File: src/soc_pkg.sv
package soc_pkg;

    // ====================
    // bus widths.
    // ====================
    localparam int ADDR_W = 16;
    localparam int DATA_W = 32;
    localparam int SEL_W  = 4;                       // one bit per byte lane.

    // ====================
    // memory map.
    // ====================
    localparam int RAM_DEPTH = 256;                  // words.
    localparam int RAM_AW    = $clog2(RAM_DEPTH);

    localparam logic [ADDR_W-1:0] RAM_LAST_ADDR  = ADDR_W'(RAM_DEPTH * SEL_W - 1);
    localparam logic [ADDR_W-1:0] UART_DATA_ADDR = 16'h1000;  // write only, byte in [7:0].
    localparam logic [ADDR_W-1:0] UART_STAT_ADDR = 16'h1004;  // read only.
    localparam logic [ADDR_W-1:0] GPIO_OUT_ADDR  = 16'h2000;
    localparam logic [ADDR_W-1:0] GPIO_IN_ADDR   = 16'h2004;

    // ====================
    // uart sizing.
    // ====================
    localparam int FIFO_DEPTH = 8;
    localparam int FIFO_AW    = $clog2(FIFO_DEPTH);
    localparam int FIFO_CW    = FIFO_AW + 1;         // count reaches FIFO_DEPTH.

    // clocks per bit, small so frames stay short in simulation.
    localparam int BAUD_DIV = 8;
    localparam int BAUD_CW  = $clog2(BAUD_DIV);

    typedef enum logic [1:0] {
        SEL_RAM,
        SEL_UART,
        SEL_GPIO,
        SEL_NONE
    } slave_sel_e;

    typedef enum logic [1:0] {
        ST_IDLE,
        ST_START,
        ST_DATA,
        ST_STOP
    } uart_state_e;

endpackage

File: src/gpio_regs.sv
module gpio_regs import soc_pkg::*; (
    input  logic              clk,
    input  logic              reset_i,
    input  logic              stb_i,
    input  logic              we_i,
    input  logic [ADDR_W-1:0] adr_i,
    input  logic [SEL_W-1:0]  sel_i,
    input  logic [DATA_W-1:0] dat_i,
    output logic [DATA_W-1:0] dat_o,
    output logic              ack_o,
    input  logic [DATA_W-1:0] gpio_in_i,
    output logic [DATA_W-1:0] gpio_out_o
);

    logic [DATA_W-1:0] in_meta;
    logic [DATA_W-1:0] in_sync;
    logic              access;
    logic              is_in;

    assign access = stb_i & ~ack_o;
    assign is_in  = (adr_i == GPIO_IN_ADDR);        // writes here are dropped.

    // two flop synchronizer.
    always_ff @(posedge clk) begin
        in_meta <= gpio_in_i;
        in_sync <= in_meta;
    end

    always_ff @(posedge clk) begin
        if (reset_i) begin
            gpio_out_o <= '0;
            ack_o      <= 1'b0;
        end else begin
            ack_o <= access;
            if (access && we_i && !is_in) begin
                for (int b = 0; b < SEL_W; b++) begin
                    if (sel_i[b]) gpio_out_o[8*b +: 8] <= dat_i[8*b +: 8];
                end
            end
        end
    end

    always_ff @(posedge clk) begin
        if (access) begin
            dat_o <= is_in ? in_sync : gpio_out_o;
        end
    end

endmodule

File: config.mk
export PLATFORM = sky130hd
export DESIGN_NAME = gpio_regs
export DESIGN_NICKNAME = d
export VERILOG_FILES = /design/src/soc_pkg.sv /design/src/gpio_regs.sv
export SDC_FILE = /design/constraint.sdc
export NUM_CORES = 1
export LEC_CHECK = 0
export BUFFER_PORTS_ARGS = -buffer_cell sky130_fd_sc_hd__buf_2
export CORE_MARGIN = 2
export CORE_UTILIZATION = 40
export CTS_CLUSTER_SIZE = 30
export DETAILED_ROUTE_END_ITERATION = 6
export PLACE_DENSITY_LB_ADDON = 0.15
export SYNTH_ARGS = -nofsm -noshare
export SYNTH_HDL_FRONTEND = slang
export SYNTH_SLANG_ARGS = --single-unit
File: constraint.sdc
create_clock -name clk -period 2.45 [get_ports clk]
set_input_delay 0 -clock clk [delete_from_list [all_inputs] [get_ports clk]]
set_output_delay 0 -clock clk [all_outputs]
set_load 0.005 [all_outputs]
**Yosys cells after proc, flatten, opt, wreduce, memory -nomap -nowiden**

Index checks and enable logic that the tools add are counted.

- Equality and inequality tests: 1
- Multiplexer cells: 1
- Bitwise operators: 2
- Reduce and logical (&&, ||, !) cells: 7

Operators with widths:

| operator | count |
|---|---|
| two-way mux 32 bit | 1 |
| == test 16 x 14 -> 1 bit, second input constant | 1 |
| AND reduction 2 bit | 4 |
| logical AND 1 bit | 2 |
| AND 1 bit | 1 |
| zero test 1 bit | 1 |
| NOT 1 bit | 1 |

- Flip-flop bits (word level): 129
- Output and inout bits: 65
- Word-level logic and storage cells: 19

**Depth between registers and ports, before layout**

Gate-level depths: netlist of the first run.

- Word-level depth: 5
- Gate-level depth with buffers: 5
- Gate-level depth less buffers: 4

**Worst setup path before layout of the first run**

OpenSTA, ideal clock, no wires.

- Path type: register to register
- From: register ack_o
- To: register gpio_out_o[0]
- Data arrival time: 2.551 ns
- Required time: 2.378 ns
- Slack: -0.172 ns
- Cell stages (with the launch flop): 5
- Buffers on the path: 1
- Path through: dfxtp_1 > nor2b_1 > and4_1 > buf_6 > mux2i_1

- Cells in the longest elaborated chain, start to end: 5

Ends and longest elaborated chain:

| what | line | text |
|---|---|---|
| from (decl) | gpio_regs.sv:10 | `output logic ack_o,` |
| from (signal assigned) | gpio_regs.sv:34 | `ack_o <= access;` |
| NOT 1 bit | gpio_regs.sv:20 | `assign access = stb_i & ~ack_o;` |
| AND 1 bit | gpio_regs.sv:20 |  |
| named net access | gpio_regs.sv:17 | `logic access;` |
| logical AND 1 bit (2 in series) | gpio_regs.sv:35 | `if (access && we_i && !is_in) begin` |
| AND reduction 2 bit (no source line) | n/a |  |
| to (signal, indexed assignment) | gpio_regs.sv:37 | `if (sel_i[b]) gpio_out_o[8*b +: 8] <= dat_i[8*b +: 8];` |
| to (decl) | gpio_regs.sv:12 | `output logic [DATA_W-1:0] gpio_out_o` |

The timed path passes the listed nets, and every way through them passes these cells.
A chain may end at the register's enable or synchronous reset.

**Worst setup path in the final report of the first run**

- From: register ack_o
- To: register gpio_out_o[28]

Same word-level chain as after synthesis.

==> results of run 1 <==
[stage by stage]
stage | instance area [sq um] | hold WS [ps] | power [mW] | util
detailed placement | 5070 | 104 | 2.61 | 0.496
global route | 6280 | 97.6 | 5.16 | 0.614
finish | 6280 | 109 | 4.96 | 0.614
CTS | 6280 | 91.2 | 5.02 | 0.614
global placement | 5070 | 102 | 2.60 | 0.496
floorplan | 4180 | 27.7 | 2.46 | -
[sequential cells by signal, summed over array words and instances (netlist names)]
name and count:
gpio_out_o 32, in_meta 32, ack_o 1, dat_o 32
in_sync 32
[placed cells by master (no fill, tap or decap)]
cell type	count
buf_2	152
bufinv_16	1
nor2b_1	1
dlygate4sd3_1	65
mux2_2	32
buf_4	5
clkbuf_16	16
inv_6	3
diode_2	1
nand2b_1	64
nor4_2	3
edfxtp_1	32
clkbuf_8	2
inv_4	2
nand4_2	1
clkinv_4	5
dfxtp_1	97
mux2i_1	32
nor2b_4	1
and4_1	4
and4bb_2	1
clkinvlp_4	2
clkbuf_1	1
[cells by family after synthesis]
logic type | after synthesis | synth area share
multiplexers | 64 | 0.163
AND/OR/NAND/NOR | 75 | 0.122
buffers and inverters | 14 | 0.0207
flip-flops | 129 | 0.694
[Yosys cell counts (all sizes together)]
cell type,number,area share
and4bb,1,0.0030
buf,7,0.014
clkbuf,7,0.0063
dfxtp,97,0.46
nor2b,2,0.0030
mux2i,32,0.077
nand4,1,0.0030
and4,4,0.0084
nor4,3,0.0090
nand2b,64,0.096
mux2,32,0.086
edfxtp,32,0.23
[final cells by class]
| class | instances | area (sq um) | area share |
|---|---|---|---|
| sequential | 129 | 2900 | 0.462 |
| multi-input combinational | 139 | 1200 | 0.191 |
| tap | 136 | 170 | 0.0271 |
| antenna | 1 | 2.50 | 0.000398 |
| clock inverter | 13 | 128 | 0.0203 |
| timing repair buffer | 222 | 1450 | 0.231 |
| clock buffer | 19 | 432 | 0.0687 |
[metal layers]
layer / share of wire / global-route usage / up-vias
met4: 0.026 / 0.0987 / 0
li1: - / - / 1426
met5: 0 / 0 / -
met1: 0.41 / 0.188 / 1331
met3: 0.048 / 0.0503 / 17
met2: 0.52 / 0.294 / 95
[power by group]
part	total [mW]	switching, mW	internal (mW)
logic	0.318	0.117	0.200
registers	2.32	0.0340	2.29
clock network	2.32	0.931	1.39
[critical path, cell delays in order, from the launching register on]
cell and delay (ps):
dfxtp_1 330, nor2b_4 340, and4_1 630, mux2i_1 260
[worst max path at each step]
stage	to	slack, ps	depth (start not counted)
6_report	gpio_out_o[28]$_SDFFE_PP0P_	820	3
5_1_grt	gpio_out_o[28]$_SDFFE_PP0P_	690	3
4_1_cts	gpio_out_o[28]$_SDFFE_PP0P_	790	3
3_5_place_dp	gpio_out_o[28]$_SDFFE_PP0P_	640	5
3_3_place_gp	gpio_out_o[28]$_SDFFE_PP0P_	730	5
2_1_floorplan	gpio_out_o[0]$_SDFFE_PP0P_	500	4
[what timing repair did]
action / CTS / global route
hold buffers: 65 / 0
setup buffers: 0 / 0
hold endpoints to repair: 70 / 0
endpoints found under the setup margin: 0 / 0
==> flow_summary.ini, run 1 <==
[run_status]
status = finished clean

[floorplan]
ios = 153
die_x_um = 106
core_sq_um = 10200
rows = 37
initial_core_util = 0.409
die_y_um = 106
die_area_sq_um = 11300

[clock_tree]
clk_path_buf_depth = 2
ctsResizeCount = 0
clkSinkCount = 129
path_clk_slew_ps = 60
cts_buffers = 17
cts_root_buf = clkbuf_8
cts_tree = done
htreeDepth = 4
clk_latency_ps = 500

[hold_path]
whs_endpoint = ack_o$_SDFF_PP0_
hold_depth = 2
hp-class = in -> reg
hp-start = reset_i

[logic_synthesis]
ys_seq_elements = 129
seq_area_frac_synth = 0.694
synth_warnings = 0
netlist_instances = 282
synth_cell_types = 13
syn_area_sq_um = 4180
synth_fp_nets = 370
syn_area_per_cell_sq_um = 14.8

[flow_run]
drv_cap = 0

[power_and_ir_drop]
cellPowerDensity_nw_per_um2 = 790
leakage_nw = 2.79
ir_drop_mv = 0.417

[setup_path]
worstPathMaxFanout = 12
rr_worst_depth = 3
required_ps = 2880
crit_type = reg -> reg
r2r_end = gpio_out_o[28]$_SDFFE_PP0P_
cp-startpoint = ack_o$_SDFF_PP0_
worstPathArrival_ps = 2070
critPathLaunchType = flip-flop
r2r_start = ack_o$_SDFF_PP0_
r2r_slack_ps = 820
end_kind = flip-flop

[cells_and_area]
layout-drive-gt1-share = 0.433
nNetsFinal = 597
fillers = 829
final_cells = 659
area_delta_synth_final_pct = 50.3

[sta]
slew_headroom = 0.445
setup-tns-final_ps = 0
fin_ws_ps = 816
drv_slew = 0
tightest_slew_ps = 833
final-setup-viol-count = 0
fin_skew_ps = 7.20
rsz0062_at_grt = false
period_needed_ps = 1630
max_freq_mhz = 612
hold_violations = 0
period_share = 0.667

[routing]
routedWlPerCell_um = 13.7
antenna_left = 0
via_per_inst = 4.35
drt_iter0_drc = 70
firstDrtPassIters = 4
drt_wl_total_um = 9040
route.detailed.drc = 0
num_vias = 2869

[place]
post-place-cells = 561
portBuffers = 152
place.detailed.hpwl_um = 5820
place_ws_ps = 639
gp_congestion = 0.729

[grt]
grt_pass1_vias = 3051
grt_max_degree = 66
grt_pass1_wl_um = 14400
grt_util_all_layers = 0.171
grt_overflow = 0
antenna_found_initial = 1
Note: power is estimated with default switching activity, not from simulation.
==> inputs of run 2 (changes only) <==
- clock period: 2.45 -> 1.7 ns (I/O delays scaled with it)
==> run 2 against run 1 <==
Effect of this change:
- cell count stayed put
- count of clock-buffer cells in the layout is 2 higher
- register-to-register slack worse by 560 ps
- largest cell class unchanged
- largest power group unchanged
==> flow_summary.ini, run 2 (synthesis gave the netlist of run 1 again) <==
[flow_run]
drv_cap = 0

[floorplan]
ios = 153
initial_core_util = 0.409
rows = 37
core_sq_um = 10200
die_x_um = 106
die_area_sq_um = 11300
die_y_um = 106

[setup_path]
r2r_end = gpio_out_o[0]$_SDFFE_PP0P_
worst-path-buf-inv = 0
required_ps = 2120
end_kind = flip-flop
r2r_start = ack_o$_SDFF_PP0_
r2r_slack_ps = 250
cpPeakStageDelay_ps = 590
worstPathArrival_ps = 1870
rr_worst_depth = 3
worstPathMaxFanout = 8
path_cells = nor2b_4 > and4_1 > mux2i_1
cp_top_family = simple AND/OR/NAND/NOR gates
crit_type = reg -> reg
crit_slowest_cell = and4_1
critPathLaunchType = flip-flop

[clock_tree]
clkSinkCount = 129
cts_tree = done
htreeDepth = 4
cts_root_buf = clkbuf_8
cts_buffers = 17
clk_latency_ps = 500
clk_path_buf_depth = 2
path_clk_slew_ps = 60

[grt]
grt_overflow = 0
grt_pass1_vias = 2918
grt_max_degree = 37
grt_util_all_layers = 0.161
antenna_found_initial = 1
grt_pass1_wl_um = 13700

[place]
portBuffers = 152
place.detailed.hpwl_um = 5890
gp_congestion = 0.709

[sta]
period_share = 0.852
max_freq_mhz = 690
rsz0062_at_grt = false
fin_skew_ps = 14.9
tightest_slew_ps = 557
setup-tns-final_ps = 0
final-setup-viol-count = 0
period_needed_ps = 1450
drv_slew = 0
hold_violations = 0
slew_headroom = 0.629

[cells_and_area]
fin_util = 0.614
layout-drive-gt1-share = 0.430
area_delta_synth_final_pct = 50.3
diodes = 0
nNetsFinal = 598
layout_commonest_cell = buf_2
fillers = 831
layout_common_cells = buf_2, dfxtp_1, nand2b_1, dlygate4sd3_1

[routing]
routedWlPerCell_um = 13.1
route.detailed.drc = 0
drt_wl_total_um = 8650
routed-wl-met2_um = 4450
antenna_left = 0
drt_iter0_drc = 72
firstDrtPassIters = 4
num_vias = 2827
highest_layer = met4
dr_wl_met3_um = 650
via_per_inst = 4.29
drt-met1-wl_um = 3460

[hold_path]
hp-start = reset_i
hold_depth = 3
hp-class = in -> reg
whs_endpoint = gpio_out_o[17]$_SDFFE_PP0P_

[power_and_ir_drop]
cellPowerDensity_nw_per_um2 = 1130
leakage_nw = 2.79
ir_drop_mv = 0.489

[run_status]
status = finished clean
run 2: cell count changes in the layout (fill, tap and decap cells not counted), moves of 2 or more:
cell        previous run  this run
clkinv_2               0         5
clkinv_4               5         0
clkbuf_1               1         4
inv_6                  3         0
clkinvlp_4             2         4
inv_4                  2         0
run 2: timing repair:
action                                  CTS  global route
endpoints found under the setup margin    0             0
resized for setup                         0             0
setup buffers                             0             0
hold buffers                             64             0
hold endpoints to repair                 64             0
run 2: layout make-up:
class                           instances  area [sq um]  area share
Multi-Input combinational cell        139          1200       0.191
Clock buffer                           21           429      0.0683
Tap cell                              136           170      0.0271
Clock inverter                         11           115      0.0183
Timing Repair Buffer                  223          1470       0.233
Sequential cell                       129          2900       0.462
run 2: metrics by stage:
stage	std cells	hold slack, ps	cell area [sq um]	setup WS, ps	power [mW]
after floorplan	282	27.7	4190	136	3.55
after global placement	563	103	5100	271	3.75
after detailed placement	563	104	5100	217	3.76
after CTS	659	74.6	6280	235	7.18
after global routing	659	105	6280	152	7.36
final	659	81.4	6280	251	7.09
run 2: layer usage:
metal,vias up,track usage
li1,1424,-
met4,0,0.0545
met5,-,0
met1,1308,0.173
met3,8,0.0674
met2,87,0.283
run 2: tightest hold or removal path, stage by stage:
cell and delay [ps]:
buf_2 230, nand2b_1 200, mux2i_1 110
run 2: where the power goes:
part,internal [mW],leakage (nW),switching (mW)
Sequential,3.30,1.13,0.0464
Combinational,0.291,1.40,0.168
Clock,2.07,0.257,1.21
Total,5.66,2.79,1.43
run 2: worst max path at each step:
stage / from / endpoint / slack, ps / cells after the start
5_1_grt: ack_o$_SDFF_PP0_ / gpio_out_o[25]$_SDFFE_PP0P_ / 150 / 3
3_5_place_dp: adr_i[14] / dat_o[17]$_DFFE_PN_ / 220 / 5
2_1_floorplan: ack_o$_SDFF_PP0_ / gpio_out_o[0]$_SDFFE_PP0P_ / 140 / 4
6_report: ack_o$_SDFF_PP0_ / gpio_out_o[0]$_SDFFE_PP0P_ / 250 / 3
4_1_cts: ack_o$_SDFF_PP0_ / gpio_out_o[15]$_SDFFE_PP0P_ / 230 / 3
3_3_place_gp: adr_i[6] / dat_o[22]$_DFFE_PN_ / 270 / 5
