<file path="src/soc_pkg.sv">
package soc_pkg;

    // ====================
    // bus widths.
    // ====================
    localparam int ADDR_W = 16;
    localparam int DATA_W = 32;
    localparam int SEL_W  = 4;                       // one bit per byte lane.

    // ====================
    // memory map.
    // ====================
    localparam int RAM_DEPTH = 256;                  // words.
    localparam int RAM_AW    = $clog2(RAM_DEPTH);

    localparam logic [ADDR_W-1:0] RAM_LAST_ADDR  = ADDR_W'(RAM_DEPTH * SEL_W - 1);
    localparam logic [ADDR_W-1:0] UART_DATA_ADDR = 16'h1000;  // write only, byte in [7:0].
    localparam logic [ADDR_W-1:0] UART_STAT_ADDR = 16'h1004;  // read only.
    localparam logic [ADDR_W-1:0] GPIO_OUT_ADDR  = 16'h2000;
    localparam logic [ADDR_W-1:0] GPIO_IN_ADDR   = 16'h2004;

    // ====================
    // uart sizing.
    // ====================
    localparam int FIFO_DEPTH = 8;
    localparam int FIFO_AW    = $clog2(FIFO_DEPTH);
    localparam int FIFO_CW    = FIFO_AW + 1;         // count reaches FIFO_DEPTH.

    // clocks per bit, small so frames stay short in simulation.
    localparam int BAUD_DIV = 8;
    localparam int BAUD_CW  = $clog2(BAUD_DIV);

    typedef enum logic [1:0] {
        SEL_RAM,
        SEL_UART,
        SEL_GPIO,
        SEL_NONE
    } slave_sel_e;

    typedef enum logic [1:0] {
        ST_IDLE,
        ST_START,
        ST_DATA,
        ST_STOP
    } uart_state_e;

endpackage

</file>
<file path="src/uart_tx.sv">
module uart_tx import soc_pkg::*; (
    input  logic       clk,
    input  logic       reset_i,
    input  logic       fifo_valid_i,
    input  logic [7:0] fifo_data_i,
    output logic       fifo_pop_o,
    output logic       tx_busy_o,
    output logic       txd_o
);

    uart_state_e        state;
    logic [BAUD_CW-1:0] baud_cnt;
    logic [2:0]         bit_idx;
    logic [7:0]         shift_q;
    logic               bit_end;

    assign bit_end    = (baud_cnt == BAUD_CW'(BAUD_DIV - 1));
    assign fifo_pop_o = (state == ST_IDLE) & fifo_valid_i;
    assign tx_busy_o  = (state != ST_IDLE);

    always_ff @(posedge clk) begin
        if (reset_i) begin
            state    <= ST_IDLE;
            baud_cnt <= '0;
            bit_idx  <= '0;
            txd_o    <= 1'b1;                        // line idles high.
        end else begin
            baud_cnt <= bit_end ? '0 : baud_cnt + 1'b1;
            case (state)
                ST_IDLE: begin
                    baud_cnt <= '0;
                    if (fifo_valid_i) begin
                        state <= ST_START;
                        txd_o <= 1'b0;               // start bit on the pop edge.
                    end
                end
                ST_START: begin
                    if (bit_end) begin
                        state   <= ST_DATA;
                        bit_idx <= '0;
                        txd_o   <= shift_q[0];       // lsb first.
                    end
                end
                ST_DATA: begin
                    if (bit_end) begin
                        if (bit_idx == 3'd7) begin
                            state <= ST_STOP;
                            txd_o <= 1'b1;
                        end else begin
                            bit_idx <= bit_idx + 1'b1;
                            txd_o   <= shift_q[0];
                        end
                    end
                end
                default: begin
                    if (bit_end) begin
                        state <= ST_IDLE;
                    end
                end
            endcase
        end
    end

    // shift register holds the frame payload.
    always_ff @(posedge clk) begin
        if (fifo_pop_o) begin
            shift_q <= fifo_data_i;
        end else if (bit_end && (state == ST_START || state == ST_DATA)) begin
            shift_q <= shift_q >> 1;
        end
    end

    a_idle_high: assert property (
        @(posedge clk) disable iff (reset_i) (state == ST_IDLE) |-> txd_o
    );

endmodule

</file>
<file path="config.mk">
export PLATFORM = sky130hd
export DESIGN_NAME = uart_tx
export DESIGN_NICKNAME = d
export VERILOG_FILES = /design/src/soc_pkg.sv /design/src/uart_tx.sv
export SDC_FILE = /design/constraint.sdc
export NUM_CORES = 1
export LEC_CHECK = 0
export ABC_CLOCK_PERIOD_IN_PS = 2700
export BUFFER_PORTS_ARGS = -buffer_cell sky130_fd_sc_hd__buf_2
export CAP_MARGIN = 20
export CORE_MARGIN = 2
export CORE_UTILIZATION = 55
export CTS_CLUSTER_SIZE = 20
export DETAILED_ROUTE_END_ITERATION = 8
export HOLD_SLACK_MARGIN = 0.12
export MAX_ROUTING_LAYER = met4
export PLACE_DENSITY = 0.83
export SLEW_MARGIN = 15
export SYNTH_ARGS = -nofsm -noshare
export SYNTH_HDL_FRONTEND = slang
export SYNTH_SLANG_ARGS = --single-unit
export TNS_END_PERCENT = 10
</file>
<file path="constraint.sdc">
create_clock -name clk -period 2.7 [get_ports clk]
set_clock_uncertainty 0.1 [all_clocks]
set_input_delay 0.405 -clock clk [delete_from_list [all_inputs] [get_ports clk]]
set_output_delay 0.405 -clock clk [all_outputs]
set_load 0.01 [all_outputs]
</file>
# Word-level counts from Yosys, hierarchy flattened
# Cells that the tools add are included.
totals:
  regBits: 17
  out_inout_bits: 3
  elab_cells: 46
op_classes:
  n_addsub: 2
  eq_ne: 9
  mux: 17
  n_bitwise: 1
  n_reduce_logical: 12
op_table:
  columns: ["op", "n"]
  rows:
  - ["$mux W8", 2]
  - ["$mux W2", 5]
  - ["$ne A2 B2 Y1 const B", 5]
  - ["$mux W3", 3]
  - ["$reduce_and A4 Y1", 2]
  - ["$reduce_bool A2 Y1", 4]
  - ["$add A3 B1 Y3 const B", 2]
  - ["$eq A3 B3 Y1 const B", 2]
  - ["$pmux W2 S3", 1]
  - ["$pmux W3 S2", 1]
  - ["$reduce_and A5 Y1", 1]
  - ["$mux W1", 4]
  - ["$pmux W1 S3", 1]
  - ["$reduce_bool A3 Y1", 1]
  - ["$reduce_or A3 Y1", 1]
  - ["$eq A2 B1 Y1 const B", 1]
  - ["$eq A2 B2 Y1 const B", 1]
  - ["$logic_not A2 Y1", 1]
  - ["$and A1 B1 Y1", 1]
  - ["$logic_and A1 B1 Y1", 1]
  - ["$logic_or A1 B1 Y1", 1]

# Depth between registers and ports, before layout
# Gate-level depths: netlist (run 1).
depth:
  depth_word: 5
  ltp_mapped: 6

# Worst setup path after synthesis (run 1)
# Ideal clock, no wire load.
synth_timing:
  kind: "reg2reg"
  from: "register bit_idx[0]"
  to: "register txd_o"
  setup_ns: 0.120
  arrival_ns: 1.341
  slack_ns: 1.139
  stages_incl_launch_ff: 6
  path_buffers: 0
  synth_period_minus_slack_ns: 1.561
  path_cell_list: "dfxtp_1 ha_1 ha_1 and2_1 o2111a_1 a211o_1"
synth_via:
  elab_chain_cells: 4
synth_lines:
  columns: ["element", "line", "rtl"]
  rows:
  - ["from (decl)", "uart_tx.sv:13", "logic [2:0] bit_idx;"]
  - ["from (signal assigned)", "uart_tx.sv:50", "bit_idx <= bit_idx + 1'b1;"]
  - ["$eq A3 B3 Y1", "uart_tx.sv:46", "if (bit_idx == 3'd7) begin"]
  - ["$mux W1", "uart_tx.sv:46", null]
  - ["$mux W1", "uart_tx.sv:45", "if (bit_end) begin"]
  - ["$pmux W1 S3", "uart_tx.sv:29", "case (state)"]
  - ["to (signal assigned)", "uart_tx.sv:41", "txd_o <= shift_q[0];"]
  - ["to (signal assigned)", "uart_tx.sv:51", "txd_o <= shift_q[0];"]
  - ["to (decl)", "uart_tx.sv:8", "output logic txd_o"]
# No other way between the ends. The select of a mux whose other input is x is not followed.
# A chain may end at the register's enable or synchronous reset.

# Worst setup path in the final report (run 1)
layout_timing:
  from: "register state[1]"
  to: "output fifo_pop_o"
layout_via:
  elab_chain_cells: 2
layout_lines:
  columns: ["element", "line", "rtl"]
  rows:
  - ["from (decl)", "uart_tx.sv:11", "uart_state_e state;"]
  - ["from (signal assigned)", "uart_tx.sv:23", "state <= ST_IDLE;"]
  - ["from (signal assigned)", "uart_tx.sv:33", "state <= ST_START;"]
  - ["from (signal assigned)", "uart_tx.sv:39", "state <= ST_DATA;"]
  - ["$logic_not A2 Y1", "uart_tx.sv:18", "assign fifo_pop_o = (state == ST_IDLE) & fifo_valid_i;"]
  - ["$and A1 B1 Y1", "uart_tx.sv:18", null]
  - ["to (decl)", "uart_tx.sv:6", "output logic fifo_pop_o,"]
# No other way between the ends.

==> results of run 1 <==
-- registers in the layout, indices dropped and copies added, names as in the netlist --
| name | count |
|---|---|
| shift_q | 8 |
| bit_idx | 3 |
| baud_cnt | 3 |
| state | 2 |
| txd_o | 1 |
-- worst max-delay path by stage --
| stage | from | end | slack [ps] | cells past startpoint |
|---|---|---|---|---|
| after floorplan | bit_idx[0] | txd_o | 1140 | 5 |
| after global placement | baud_cnt[0] | txd_o | 1050 | 5 |
| after detailed placement | state[1] | shift_q[3] | 1010 | 4 |
| after CTS | state[1] | fifo_pop_o | 730 | 5 |
| after global routing | state[0] | fifo_pop_o | 630 | 5 |
| final | state[1] | fifo_pop_o | 740 | 5 |
-- Yosys cell counts (all sizes together), types with 2 or more instances --
library cell | n | area, um2
a21oi | 4 | 20.0
and2 | 6 | 37.5
and3b | 2 | 17.5
buf | 4 | 33.8
dfxtp | 9 | 180
edfxtp | 8 | 240
ha | 7 | 87.6
inv | 4 | 15.0
mux2 | 7 | 78.8
nand2 | 6 | 25.0
nand2b | 3 | 18.8
o21a | 2 | 15.0
o21ai | 4 | 20.0
-- layout make-up --
cell class	count	area share, %
well taps	16	2.07
clock buffers	4	2.71
inverters	4	1.55
repair buffers	13	6.72
flip-flops and latches	17	43.4
multi-input cells	54	43.5
-- metal layers --
layer | wire length (um) | up-vias | part of all wire, %
met5 | 0 | - | 0
met4 | 31 | 0 | 2.2
met3 | 35 | 5 | 2.4
met2 | 716 | 10 | 50
met1 | 647 | 279 | 45
li1 | - | 307 | -
-- power groups by stage --
stage | Clock (mW) | Combinational [mW] | Sequential [mW]
floorplan | 0 | 0.291 | 0.400
global placement | 0 | 0.344 | 0.401
global route | 0.141 | 0.394 | 0.406
detailed placement | 0 | 0.351 | 0.406
CTS | 0.137 | 0.362 | 0.400
finish | 0.136 | 0.361 | 0.399
-- kinds of logic after synthesis --
kind of cell / after synthesis / share of synthesized area [%]
AO/OA/AOI/OAI: 16 / 12.5
adder cells (fa/ha/maj): 7 / 9.83
buffers and inverters: 8 / 5.48
flip-flops: 17 / 47.2
multiplexers: 8 / 9.97
AND/OR/NAND/NOR: 23 / 15.0
-- critical path, cell delays in order, from the launching register on --
cell and delay (ps):
dfxtp_1 340, inv_1 80, ha_1 330, nand2_2 210, inv_1 80, buf_2 120
-- through the flow --
stage / setup slack, ps / area (um2) / power, mW / hold WS [ps]
detailed placement: 1010 / 942 / 0.758 / 325
finish: 742 / 968 / 0.895 / 287
floorplan: 1140 / 891 / 0.691 / 305
CTS: 732 / 968 / 0.899 / 288
global route: 633 / 968 / 0.941 / 301
global placement: 1050 / 942 / 0.745 / 334
==> out/metrics.cfg, run 1 <==
[cells_and_area]
diodes = 0
layout_commonest_cell = buf_2
instances_no_fill = 108
multi_input_area_um2 = 422
layout_common_cells = buf_2 (13), dfxtp_1 (9), edfxtp_1 (8), mux2_2 (7), ha_1 (7)
drive_gt1_share_pct = 26.1
final_nets = 111
register_area_um2 = 420
fin_util_pct = 64.3
nFillCells = 116
synthToLayoutAreaGrowth_pct = 8.71

[clock_network]
cts_resized = 0
cts_buffers = 3
clockBufferDepth = 2
clock_sinks = 17
path_clk_slew_ps = 90
post_cts_buffers = 0
clk-insertion-delay-late_ps = 290
cts-htree-levels = 1
root_buffer = clkbuf_4
hold_buffers = 0
cts_tree = yes

[floorplan]
initial_core_util_pct = 59.1
num_io_pins = 14
coreArea_um2 = 1510
die_x_um = 44.2
fp.dieH_um = 44.2
die_area_um2 = 1960
fp-row-count = 14

[worst_hold_path]
hp-start = reset_i
hold_depth = 2
min_path_type = in -> reg
min_to = bit_idx[1]

[drt]
drtIter0Drc = 7
wl_per_cell_um = 13.3
via_per_inst = 5.56
drc = 0
routed_wl_um = 1430
drt_pass1_iterations = 4
ant_nets = 0
num_vias = 601

[power_and_ir_drop]
p_leak_nw = 0.433
clock_power_share_pct = 15.2
p_int_uw = 595
cellPowerDensity_nw_per_um2 = 925
p_comb_share_pct = 40.3
seqPwrFrac_pct = 44.5
p_sw_share_pct = 33.5
p_switching_uw = 300
irDropWorstVdd_mv = 0.557

[global_routing]
grt_overflow_total = 0
grt_max_degree = 12
grt_pass1_vias = 585
grt_util_met1_pct = 17.9
grt_util_met3_pct = 2.86
use_met2_pct = 27.4
grtUsageTotal_pct = 16.5
top_usage_layer = met2
grt_pass1_wl_um = 2260
grt_antenna_before_repair = 0

[outcome]
status = finished clean

[sta]
grt_setup_unrepaired = false
worst_pin_slew_ps = 364
finalHoldViolations = 0
finalCritPeriodShare_pct = 72.5
finalSetupViolCount = 0
max_freq_mhz = 511
fin_setup_tns_ps = 0
slew_headroom_pct = 75.4
finalCriticalPeriod_ps = 1960
finalMaxSlewViolations = 0

[yosys]
synth_top_flop_cell = dfxtp_1
synth_fp_nets = 97
synth_edf_count = 8
syn_area_per_cell_um2 = 11.3
async_reset_ff_share_pct = 0
synth_cell_types = 28
yosysWarnings = 0
ys_seq_area_share_pct = 47.2
syn_area_um2 = 891
ys_ff_latch = 17
syn_inst = 79

[worst_setup_path]
start_kind = flip-flop
timing.rr.start = baud_cnt[0]
crit_required_ps = 2190
r2r_cells = 5
cp.arrival_ps = 1450
timing.rr.end = txd_o
r2r_slack_ps = 970
cp-end-kind = primary output
path_max_fanout = 9
setup.worst_path.class = reg -> out

[placed_design]
gp_congestion = 0.789
place_inst = 104
portBuffers = 13
dp_hpwl_um = 1010

[flow_run]
cap_violations = 0

Note: power is estimated with default switching activity, not from simulation.
==> run 2: changes to the inputs <==
- ABC_CLOCK_PERIOD_IN_PS: 2700 -> 1800
- CORE_UTILIZATION: 55 -> 48
- PLACE_DENSITY: 0.83 -> 0.77
- clock period: 2.7 -> 1.8 ns (I/O delays scaled with it)
==> out/metrics.cfg, run 2 (same netlist as run 1, synthesis figures left out) <==
[placed_design]
place_inst = 115
gp_congestion = 0.752
portBuffers = 13
post-place-ws_ps = 148
dp_hpwl_um = 1040

[worst_setup_path]
slowest_delay_ps = 330
timing.rr.end = txd_o
r2r_slack_ps = 130
path_cells = inv_1 > ha_1 > buf_4 > inv_1 > buf_2
path_max_fanout = 6
setup.worst_path.class = reg -> out
cp-end-kind = primary output
cp.arrival_ps = 1340
start_kind = flip-flop
r2r_cells = 5
cp_common_cell = inv_1
timing.rr.start = bit_idx[0]
slowest_stage = dfxtp_1
crit_required_ps = 1430

[worst_hold_path]
hold_depth = 2
min_path_type = in -> reg
min_to = bit_idx[2]
hp-start = reset_i

[floorplan]
die_area_um2 = 2220
die_x_um = 47.1
initial_core_util_pct = 51.0
fp-row-count = 15
fp.dieH_um = 47.1
num_io_pins = 14
coreArea_um2 = 1750

[global_routing]
grt_overflow_total = 0
grt_antenna_before_repair = 0
grt_max_degree = 11
grt_pass1_wl_um = 2150
grt_pass1_vias = 532
grtUsageTotal_pct = 14.8

[clock_network]
root_buffer = clkbuf_4
clk-insertion-delay-late_ps = 280
clock_sinks = 17
path_clk_slew_ps = 90
cts-htree-levels = 1
clockBufferDepth = 2
cts_buffers = 3
cts_tree = yes

[cells_and_area]
reg_top3 = shift_q (8), baud_cnt (3), bit_idx (3)
instances_no_fill = 123
nFillCells = 144
synthToLayoutAreaGrowth_pct = 15.6
layout_commonest_cell = buf_2
drive_gt1_share_pct = 30.6
top_register = shift_q
diodes = 0
layout_common_cells = buf_2 (13), dfxtp_1 (9), edfxtp_1 (8), mux2_2 (7), ha_1 (7)
largest_reg_flops = 8
final_nets = 117

[power_and_ir_drop]
p_comb_share_pct = 43.5
clock_power_share_pct = 13.9
irDropWorstVdd_mv = 0.910
p_int_uw = 955
p_switching_uw = 449
p_leak_nw = 0.465
seqPwrFrac_pct = 42.6
cellPowerDensity_nw_per_um2 = 1360
p_sw_share_pct = 32.0

[drt]
routed_wl_um = 1390
ant_nets = 0
wl_per_cell_um = 11.3
drtIter0Drc = 6
drt_pass1_iterations = 3
via_per_inst = 5.07
num_vias = 624
drc = 0

[sta]
finalCriticalPeriod_ps = 1710
worst_pin_slew_ps = 374
slew_headroom_pct = 74.8
max_freq_mhz = 586
fin_setup_tns_ps = 0
finalMaxSlewViolations = 0
whs_ps = 148
postLayoutSetupSlackWorst_ps = 93.2
finalSetupViolCount = 0
finalCritPeriodShare_pct = 94.8
finalHoldViolations = 0
grt_setup_unrepaired = false

[outcome]
status = finished clean

[flow_run]
cap_violations = 0

-- run 2: timing repair --
item | CTS | global route
setup buffers | 0 | 4
hold buffers | 0 | 0
endpoints found under the setup margin | 0 | 1
resized for setup | 0 | 1
-- run 2: worst max-delay path by stage --
stage	start	end	slack, ps
final	state[0]	tx_busy_o	90
after global routing	state[0]	tx_busy_o	2
after CTS	state[0]	fifo_pop_o	10
after detailed placement	bit_idx[0]	txd_o	150
after global placement	bit_idx[0]	txd_o	200
after floorplan	bit_idx[0]	txd_o	240
-- run 2: worst max-delay path, delay by kind of cell (launching register included) --
family     cells  cell delay (ps)
buf+inv        4              410
flops          1              330
fa+ha+maj      1              300
-- run 2: area by class of cell --
class	instances	area [um2]	share of cell area (%)
Tap cell	25	31.3	3.04
Inverter	4	15.0	1.46
Timing Repair Buffer	19	110	10.7
Clock buffer	4	26.3	2.55
Multi-Input combinational cell	54	427	41.4
Sequential cell	17	420	40.8
-- run 2: per-layer routing --
| metal | global-route usage (%) | share of wire (%) | vias to the layer above |
|---|---|---|---|
| li1 | - | - | 322 |
| met1 | 18.0 | 49 | 289 |
| met2 | 21.6 | 45 | 9 |
| met3 | 2.31 | 2.1 | 4 |
| met4 | 11.7 | 3.0 | 0 |
| met5 | - | 0 | - |
-- run 2: stage by stage --
| stage | cell area (um2) | utilization, % | total power [mW] |
|---|---|---|---|
| floorplan | 891 | - | 1.04 |
| global placement | 968 | 55.5 | 1.14 |
| detailed placement | 968 | 55.5 | 1.16 |
| CTS | 995 | 57.0 | 1.36 |
| global route | 1030 | 59.0 | 1.51 |
| finish | 1030 | 59.0 | 1.40 |
-- run 2: power by group through the flow --
| stage | registers, mW | clock network [mW] | logic (mW) |
|---|---|---|---|
| after floorplan | 0.600 | 0 | 0.437 |
| after global placement | 0.603 | 0 | 0.533 |
| after detailed placement | 0.611 | 0 | 0.549 |
| after CTS | 0.601 | 0.204 | 0.552 |
| after global routing | 0.611 | 0.221 | 0.676 |
| final | 0.599 | 0.195 | 0.610 |
