==> src/soc_pkg.sv <==
package soc_pkg;

    // ====================
    // bus widths.
    // ====================
    localparam int ADDR_W = 16;
    localparam int DATA_W = 32;
    localparam int SEL_W  = 4;                       // one bit per byte lane.

    // ====================
    // memory map.
    // ====================
    localparam int RAM_DEPTH = 256;                  // words.
    localparam int RAM_AW    = $clog2(RAM_DEPTH);

    localparam logic [ADDR_W-1:0] RAM_LAST_ADDR  = ADDR_W'(RAM_DEPTH * SEL_W - 1);
    localparam logic [ADDR_W-1:0] UART_DATA_ADDR = 16'h1000;  // write only, byte in [7:0].
    localparam logic [ADDR_W-1:0] UART_STAT_ADDR = 16'h1004;  // read only.
    localparam logic [ADDR_W-1:0] GPIO_OUT_ADDR  = 16'h2000;
    localparam logic [ADDR_W-1:0] GPIO_IN_ADDR   = 16'h2004;

    // ====================
    // uart sizing.
    // ====================
    localparam int FIFO_DEPTH = 8;
    localparam int FIFO_AW    = $clog2(FIFO_DEPTH);
    localparam int FIFO_CW    = FIFO_AW + 1;         // count reaches FIFO_DEPTH.

    // clocks per bit, small so frames stay short in simulation.
    localparam int BAUD_DIV = 8;
    localparam int BAUD_CW  = $clog2(BAUD_DIV);

    typedef enum logic [1:0] {
        SEL_RAM,
        SEL_UART,
        SEL_GPIO,
        SEL_NONE
    } slave_sel_e;

    typedef enum logic [1:0] {
        ST_IDLE,
        ST_START,
        ST_DATA,
        ST_STOP
    } uart_state_e;

endpackage

==> src/dbus_decoder.sv <==
module dbus_decoder import soc_pkg::*; (
    input  logic              clk,
    input  logic              reset_i,
    // master side.
    input  logic              m_cyc_i,
    input  logic              m_stb_i,
    input  logic [ADDR_W-1:0] m_adr_i,
    output logic [DATA_W-1:0] m_dat_o,
    output logic              m_ack_o,
    output logic              m_err_o,
    // slave side.
    output logic              ram_stb_o,
    input  logic              ram_ack_i,
    input  logic [DATA_W-1:0] ram_dat_i,
    output logic              uart_stb_o,
    input  logic              uart_ack_i,
    input  logic [DATA_W-1:0] uart_dat_i,
    output logic              gpio_stb_o,
    input  logic              gpio_ack_i,
    input  logic [DATA_W-1:0] gpio_dat_i
);

    slave_sel_e sel;
    logic       req;
    logic       err_q;

    assign req = m_cyc_i & m_stb_i;

    // ====================
    // address decode
    // ====================
    always_comb begin
        if (m_adr_i <= RAM_LAST_ADDR) begin
            sel = SEL_RAM;
        end else if (m_adr_i == UART_DATA_ADDR || m_adr_i == UART_STAT_ADDR) begin
            sel = SEL_UART;
        end else if (m_adr_i == GPIO_OUT_ADDR || m_adr_i == GPIO_IN_ADDR) begin
            sel = SEL_GPIO;
        end else begin
            sel = SEL_NONE;                          // hole in the map.
        end
    end

    assign ram_stb_o  = req & (sel == SEL_RAM);
    assign uart_stb_o = req & (sel == SEL_UART);
    assign gpio_stb_o = req & (sel == SEL_GPIO);

    // address is held until ack, so the mux can follow sel directly.
    always_comb begin
        case (sel)
            SEL_RAM:  m_dat_o = ram_dat_i;
            SEL_UART: m_dat_o = uart_dat_i;
            SEL_GPIO: m_dat_o = gpio_dat_i;
            default:  m_dat_o = '0;
        endcase
    end

    always_comb begin
        case (sel)
            SEL_RAM:  m_ack_o = ram_ack_i;
            SEL_UART: m_ack_o = uart_ack_i;
            SEL_GPIO: m_ack_o = gpio_ack_i;
            default:  m_ack_o = 1'b0;
        endcase
    end

    // one cycle err for unmapped addresses.
    always_ff @(posedge clk) begin
        if (reset_i) begin
            err_q <= 1'b0;
        end else begin
            err_q <= req & (sel == SEL_NONE) & ~err_q;
        end
    end

    assign m_err_o = err_q;

    a_ack_err_excl: assert property (
        @(posedge clk) disable iff (reset_i) !(m_ack_o && m_err_o)
    );

    a_ack_needs_cyc: assert property (
        @(posedge clk) disable iff (reset_i) $rose(m_ack_o) |-> m_cyc_i
    );

endmodule

==> config.mk <==
export PLATFORM = sky130hd
export DESIGN_NAME = dbus_decoder
export DESIGN_NICKNAME = d
export VERILOG_FILES = /design/src/soc_pkg.sv /design/src/dbus_decoder.sv
export SDC_FILE = /design/constraint.sdc
export NUM_CORES = 1
export LEC_CHECK = 0
export BUFFER_PORTS_ARGS = -buffer_cell sky130_fd_sc_hd__clkbuf_2
export CAP_MARGIN = 0
export CORE_MARGIN = 2
export CORE_UTILIZATION = 26
export DETAILED_ROUTE_END_ITERATION = 16
export MAX_ROUTING_LAYER = met4
export PLACE_DENSITY = 0.82
export RECOVER_POWER = 25
export SYNTH_ARGS = -nofsm -noshare
export SYNTH_HDL_FRONTEND = slang
export SYNTH_SLANG_ARGS = --single-unit
==> constraint.sdc <==
create_clock -name clk -period 4.6 [get_ports clk]
set_input_delay 1.38 -clock clk [delete_from_list [all_inputs] [get_ports clk]]
set_output_delay 1.38 -clock clk [all_outputs]
set_load 0.05 [all_outputs]
======== After elaboration in Yosys (flattened, before gate mapping) ========
Cells that the tools add are included.
word-level totals
  register bits after elaboration ......... 1
  bits in latches ......................... 0
  RAM bits ................................ 0
  ROM bits ................................ 0
  input bits .............................. 119
  output and inout port bits .............. 37
  word-level logic and storage cells ...... 24
  memories kept ........................... 0
cells by class
  $add $sub $neg .......................... 0
  multipliers ............................. 0
  divide/modulo/power cells ............... 0
  magnitude comparators ................... 1
  equal/unequal tests ..................... 7
  shift operators ......................... 0
  muxes and demuxes ....................... 5
  bitwise operators ....................... 7
  reduce and logical (&&, ||, !) cells .... 3
operators with widths
  operator                                                                             number
  32-bit case mux with 3 select lines                                                  1
  16-bit by 13-bit == test with 1-bit output (second input constant)                   2
  16-bit by 14-bit == test with 1-bit output (second input constant)                   2
  16-bit by 10-bit less-or-equal comparator with 1-bit output (second input constant)  1
  1-bit bitwise AND                                                                    6
  2-bit == test (second input constant)                                                2
  2-bit two-way mux                                                                    2
  1-bit case mux with 3 select lines                                                   1
  2-bit by 1-bit == test with 1-bit output (second input constant)                     1
  2-bit logical NOT                                                                    1
  1-bit logical OR                                                                     2
  1-bit two-way mux                                                                    1
  1-bit NOT                                                                            1

======== Depth between registers and ports, before layout ========
Gate-level depths: netlist (run 1).
  depth after elaboration ................. 8
  mapped depth ............................ 6

======== Worst setup path before layout (run 1) ========
No wires, ideal clock.
  path type ............................... input to output
  start ................................... input m_adr_i[7]
  end ..................................... output m_dat_o[24]
  data arrival time ....................... 3841 ps
  data required time ...................... 3220 ps
  slack ................................... -621 ps
  stages on the path ...................... 4
  path buffers ............................ 0
  path through ............................ or4_4 -> or2_1 -> or4_4 -> o21ai_0
on the way
  longest elaborated chain between the ends .. 7
  elaborated cells on any way between the ends .. 14
  classes of those cells .................. order compare (1); eq/ne (6); mux (4); reduce/logical (3)
ends and longest elaborated chain
  item                                                                                                                 RTL line            source
  start, declared                                                                                                      dbus_decoder.sv:7   input logic [ADDR_W-1:0] m_adr_i,
  parallel branches: the longest is 4 deep, another holds 16-bit by 10-bit less-or-equal comparator with 1-bit output  --
  2-bit two-way mux *                                                                                                  dbus_decoder.sv:33  if (m_adr_i <= RAM_LAST_ADDR) begin
  2-bit == test (tied with other cells)                                                                                dbus_decoder.sv:50  case (sel)
  32-bit case mux with 3 select lines *                                                                                dbus_decoder.sv:50
  end, declared                                                                                                        dbus_decoder.sv:8   output logic [DATA_W-1:0] m_dat_o,
Mark *: on every way between the ends.

======== Worst setup path in the final report (run 1) ========
  start ................................... input m_adr_i[7]
  end ..................................... output m_dat_o[5]
The elaborated chain is that of the path after synthesis.

==> results of run 1 <==
[metrics by stage]
step | power (uW) | worst slack, ns
after CTS | 103 | -0.114
final | 116 | -0.133
after floorplan | 35.9 | -0.243
after global routing | 122 | -0.185
after global placement | 91.6 | -0.184
after detailed placement | 95.0 | -0.205
[worst min-delay path by stage]
stage | endpoint | slack, ns | cells past startpoint
2_1_floorplan | m_err_o | 0.91 | 2
3_3_place_gp | m_err_o | 0.54 | 2
3_5_place_dp | m_err_o | 0.55 | 2
4_1_cts | m_err_o | 0.55 | 2
5_1_grt | m_err_o | 0.58 | 2
6_report | m_err_o | 0.55 | 2
[worst register-to-register path, stage by stage, from the launching register on]
cell and delay, ns:
dfxtp_1 0.29, nor4_1 0.23, and2_1 0.15
[layer usage]
layer / track usage / wire, um
met3: 0.0152 / 380
met5: - / 0
met2: 0.519 / 3190
met1: 0.259 / 1950
met4: 0.0349 / 104
[logic make-up (layout without fill, tap and decap cells)]
family                    count (synthesis)  after routing  share of synthesized area
DFF                                       1              1                     0.0245
muxes                                    22             22                      0.269
xor gates and xnor gates                  1              1                     0.0107
AOI/OAI and AO/OA                        44             44                      0.353
buffers and inverters                     9            178                     0.0673
and+or+nand+nor                          39             39                      0.275
[power by group]
group / total (uW) / leakage [uW] / switching, uW / internal, uW
clock: 0 / 0 / 0 / 0
combinational: 106 / 0.00131 / 48.7 / 57.6
sequential: 9.39 / 0.00000820 / 0.166 / 9.22
[layout make-up]
cell class                      count  share of cell area
Multi-Input combinational cell    106               0.433
Tap cell                           44              0.0206
Timing Repair Buffer              178               0.539
Sequential cell                     1             0.00750
[placed cells by master, fill, tap and decap left out]
| master | instances |
|---|---|
| and3_4 | 1 |
| clkbuf_1 | 1 |
| nor4_2 | 1 |
| dfxtp_1 | 1 |
| mux2i_1 | 3 |
| xnor2_1 | 1 |
| a21o_1 | 11 |
| nor3_4 | 1 |
| nor4_4 | 2 |
| buf_6 | 6 |
| clkbuf_2 | 116 |
| mux2i_4 | 7 |
| buf_12 | 11 |
| or4_1 | 2 |
| buf_8 | 25 |
| nand2b_1 | 1 |
| buf_4 | 13 |
| or4_4 | 3 |
| or2_1 | 1 |
| and2_1 | 1 |
| nand2_1 | 23 |
| o21ai_4 | 22 |
| mux2i_2 | 12 |
| a22o_1 | 11 |
| clkbuf_8 | 5 |
| nor4_1 | 1 |
| clkbuf_16 | 1 |
| and3_1 | 1 |
| or3b_2 | 1 |
[what timing repair did]
item                       4_1_cts  5_1_grt
setup endpoints to repair       34       35
setup buffers                    4        0
gates resized for setup         80       49
gates cloned                     2        1
pin swaps                        0        4
==> reports/metrics.csv, run 1 <==
metric;value;unit
holdBufCountCts;0;
grt_pass1_wl;6810;um
hold_class;register to register;
max-cap-violations;0;
grt_antenna_before_repair;0;
worst_slew_pin_slew;0.602;ns
layout.nets;406;
synth_area_per_cell;7.05;um^2
fp.dieArea;0.00361;mm^2
syn_area;818;um^2
maxSlewViolCount;0;
arrival;3.35;ns
startpoint;m_adr_i[7];
drc;0;
post-route-util;0.882;
dpl.hpwl;3410;um
p_leak;0.00132;uW
slew_headroom;0.601;
fin_crit_sh;1.03;
crit_family;simple AND/OR/NAND/NOR gates;
status;complete, but fails checks;
drive_gt1_frac;0.796;
critPathCapture;m_dat_o[5];
syn_nets;235;
worstPathBufferInverterCount;3;
setup_slack;-0.133;ns
r2r-end;m_err_o;
synth_seq_cells;1;
die_w;60.1;um
vias;1678;
worstPathRequired;3.22;ns
hold_slack;0.554;ns
slowest_delay;0.56;ns
yosysSeqAreaShare;0.0245;
final.setup.tns;-2.54;ns
synthFlopType;dfxtp_1;
power.density;43.4;mW/mm^2
vias_per_cell;5.10;
gp_congestion;0.744;
fin_cells;329;
crit_path_end_kind;output port;
rsz0062_at_grt;true;
start_kind;primary input;
wl_per_cell;17.1;um
r2r.worst_path.cells;2;
synthTopCellsByArea;mux2i_1 (27%), a22o_1 (12%), o21ai_1 (12%);
drt_pass1_iterations;4;
synth.distinct_cells;21;
r2r_setup_slack;3.87;ns
worst_path_most_repeated_cell;or4_4;
crit_chain;buf_6, or4_4, or2_1, or4_4, buf_12, o21ai_4, buf_8;
overflow;0;
multiInputGateArea;0.00116;mm^2
drtAntennaViolNets;0;
areaGrowthSynthToFinish;226;%
drt_iter0_drc;114;
ys_warn_count;0;
slowest_stage;or4_4;
io_buffers;154;
finalClockSkew;0;ns
worstHoldStart;m_err_o;
r2r-start;m_err_o;
n_antenna_cell;0;
path_class;primary input to output port;
postSynth.asyncResetShare;0;
ir_drop;0.0389;mV
grt_max_degree;35;
max_freq;0.211;GHz
start_util;0.270;
yosysMostFrequentCell;nand2_1;
grt_usage;0.252;
hold_viol_final;0;
clock_latency;0;ns
synth_edf_count;0;
violations;setup timing;
wl;5630;um
setup-violations-final;31;
path_max_fanout;11;
path_depth;7;
syn_inst;116;
largest_register_ff_count;1;
placed_cells_incl_taps;322;
yosysTopAreaCellShare;0.269;
clkTransAtPathRegs;0;ns
die_y;60.1;um
stdcell_area;0.00267;mm^2
yosysTopAreaCell;mux2i_1;
finalCriticalPeriod;4.73;ns
placed_area;0.00209;mm^2
core;0.00303;mm^2
fillCellCount;144;
synthTopCellsByCount;nand2_1 (23), mux2i_1 (22), o21ai_1 (19), a21o_1 (11), a22o_1 (11);
grt_pass1_vias;1534;
rows;20;
ff_latch_area;20.0;um^2
io_pins;156;
Note: power is estimated with default switching activity, not from simulation.
==> run 2, diff against run 1 <==
--- a/config.mk
+++ b/config.mk
@@ -12,7 +12,8 @@
 export DETAILED_ROUTE_END_ITERATION = 16
 export MAX_ROUTING_LAYER = met4
 export PLACE_DENSITY = 0.82
-export RECOVER_POWER = 25
+export RECOVER_POWER = 50
+export REMOVE_ABC_BUFFERS = 1
 export SYNTH_ARGS = -nofsm -noshare
 export SYNTH_HDL_FRONTEND = slang
 export SYNTH_SLANG_ARGS = --single-unit
==> reports/metrics.csv, run 2 (synthesized netlist as in run 1, its figures left out) <==
metric;value;unit;change
status;complete, but fails checks;;unchanged
violations;setup timing;;unchanged
path_depth;9;;was 7
setup-violations-final;21;;was 31
areaGrowthSynthToFinish;183;%;was 226%
worst_path_most_repeated_cell;buf_6;;was or4_4
path_max_fanout;5;;was 11
r2r.worst_path.cells;2;;unchanged
wl_met2;2850;um;was 3190 um
grt_usage;0.229;;was 0.252
power.density;44.7;mW/mm^2;was 43.4 mW/mm^2
post-route-util;0.764;;was 0.882
rsz0062_at_grt;true;;unchanged
grt_pass1_wl;6300;um;was 6810 um
final.setup.tns;-0.652;ns;was -2.54 ns
start_util;0.270;;unchanged
drive_gt1_frac;0.746;;was 0.796
vias;1608;;was 1678
worstPathBufferInverterCount;5;;was 3
crit_path_end_kind;output port;;unchanged
grt_pass1_vias;1499;;was 1534
r2r-start;m_err_o;;unchanged
clkTransAtPathRegs;0;ns;about the same
placed_area;0.00175;mm^2;was 0.00209 mm^2
crit_family;simple AND/OR/NAND/NOR gates;;unchanged
drt_iter0_drc;66;;was 114
placed_cells_incl_taps;317;;was 322
hold_viol_final;0;;unchanged
fin_cells;323;;was 329
drtAntennaViolNets;0;;unchanged
setup_slack;-0.0541;ns;was -0.133 ns
ir_drop;0.0238;mV;was 0.0389 mV
vias_per_cell;4.98;;was 5.10
wl_met1;1700;um;was 1950 um
io_pins;156;;unchanged
layout.nets;400;;was 406
layout_commonest_cell;clkbuf_2;;unchanged
overflow;0;;unchanged
max-cap-violations;0;;unchanged
finalClockSkew;0;ns;unchanged
drc;0;;unchanged
slowest_delay;0.54;ns;was 0.56 ns
io_buffers;154;;unchanged
core;0.00303;mm^2;unchanged
fin_total_pwr;103;uW;was 116 uW
r2r-end;m_err_o;;unchanged
n_antenna_cell;0;;unchanged
clock_latency;0;ns;about the same
p_leak;0.00120;uW;was 0.00132 uW
finalCriticalPeriod;4.65;ns;was 4.73 ns
rows;20;;unchanged
fp.dieArea;0.00361;mm^2;unchanged
route.met3.wl;334;um;was 380 um
dr.max_layer_used;met4;;unchanged
wl;4950;um;was 5630 um
r2r_setup_slack;3.87;ns;about the same
grt_max_degree;24;;was 35
slowest_stage;or4_4;;unchanged
start_kind;primary input;;unchanged
fin_crit_sh;1.01;;was 1.03
arrival;3.27;ns;was 3.35 ns
crit_chain;clkbuf_2, or4_4, buf_6, nor4_4, buf_6, clkbuf_16, mux2i_1, o21ai_2, buf_12;;was buf_6, or4_4, or2_1, or4_4, buf_12, o21ai_4, buf_8
layout_common_cells;clkbuf_2 (118), nand2_1 (23), buf_6 (18), o21ai_2 (14), buf_8 (14);;was clkbuf_2 (116), buf_8 (25), nand2_1 (23), o21ai_4 (22), buf_4 (13)
die_w;60.1;um;unchanged
hold_class;register to register;;unchanged
stdcell_area;0.00231;mm^2;was 0.00267 mm^2
die_y;60.1;um;unchanged
drt_pass1_iterations;4;;unchanged
slew_headroom;0.601;;about the same
startpoint;m_adr_i[0];;was m_adr_i[7]
wl_per_cell;15.3;um;was 17.1 um
path_class;primary input to output port;;unchanged
worstPathRequired;3.22;ns;about the same
dpl.hpwl;3130;um;was 3410 um
gp_congestion;0.751;;was 0.744
worst_slew_pin_slew;0.601;ns;was 0.602 ns
largest_register_ff_count;1;;unchanged
critPathCapture;m_dat_o[6];;was m_dat_o[5]
grt_antenna_before_repair;0;;unchanged
maxSlewViolCount;0;;unchanged
max_freq;0.215;GHz;was 0.211 GHz
[run 2: area by class of cell]
class,count,area (um^2)
flip-flops and latches,1,20.0
multi-input cells,109,986
repair buffers,169,1250
well taps,44,55.1
fillers,234,716
[run 2: power breakdown]
part	switching [uW]	internal [uW]	total [uW]
Combinational	41.7	52.3	94.0
Clock	0	0	0
Sequential	0.172	9.22	9.39
[run 2: metrics by stage]
step / hold WS (ns) / worst slack (ns)
after floorplan: 0.906 / -1.46
after global placement: 0.546 / -0.200
after detailed placement: 0.561 / -0.226
after CTS: 0.563 / -0.0598
after global routing: 0.581 / -0.145
final: 0.558 / -0.0541
[run 2: worst min-delay path by stage]
stage	start	to	cells after the start	slack [ns]
global route	m_err_o	m_err_o	2	0.58
floorplan	m_err_o	m_err_o	2	0.91
finish	m_err_o	m_err_o	2	0.56
global placement	m_err_o	m_err_o	2	0.55
detailed placement	m_err_o	m_err_o	2	0.56
CTS	m_err_o	m_err_o	2	0.56
[run 2: routing by layer]
metal / GRT usage / vias to the layer above
met4: 0.0381 / 0
met5: - / -
li1: - / 777
met2: 0.470 / 86
met3: 0.0152 / 6
met1: 0.232 / 739
[run 2: tightest hold or removal path, delay by kind of cell (launching register included)]
| kind | cells | cell delay, ns |
|---|---|---|
| DFF | 1 | 0.31 |
| and+or+nand+nor | 2 | 0.19 |
[run 2: timing repair]
item / 4_1_cts / 5_1_grt
pin swaps: 14 / 25
hold buffers: 0 / 0
gates resized for setup: 75 / 71
buffers inserted: 1 / 0
endpoints found under the setup margin: 34 / 35
cloned: 4 / 1
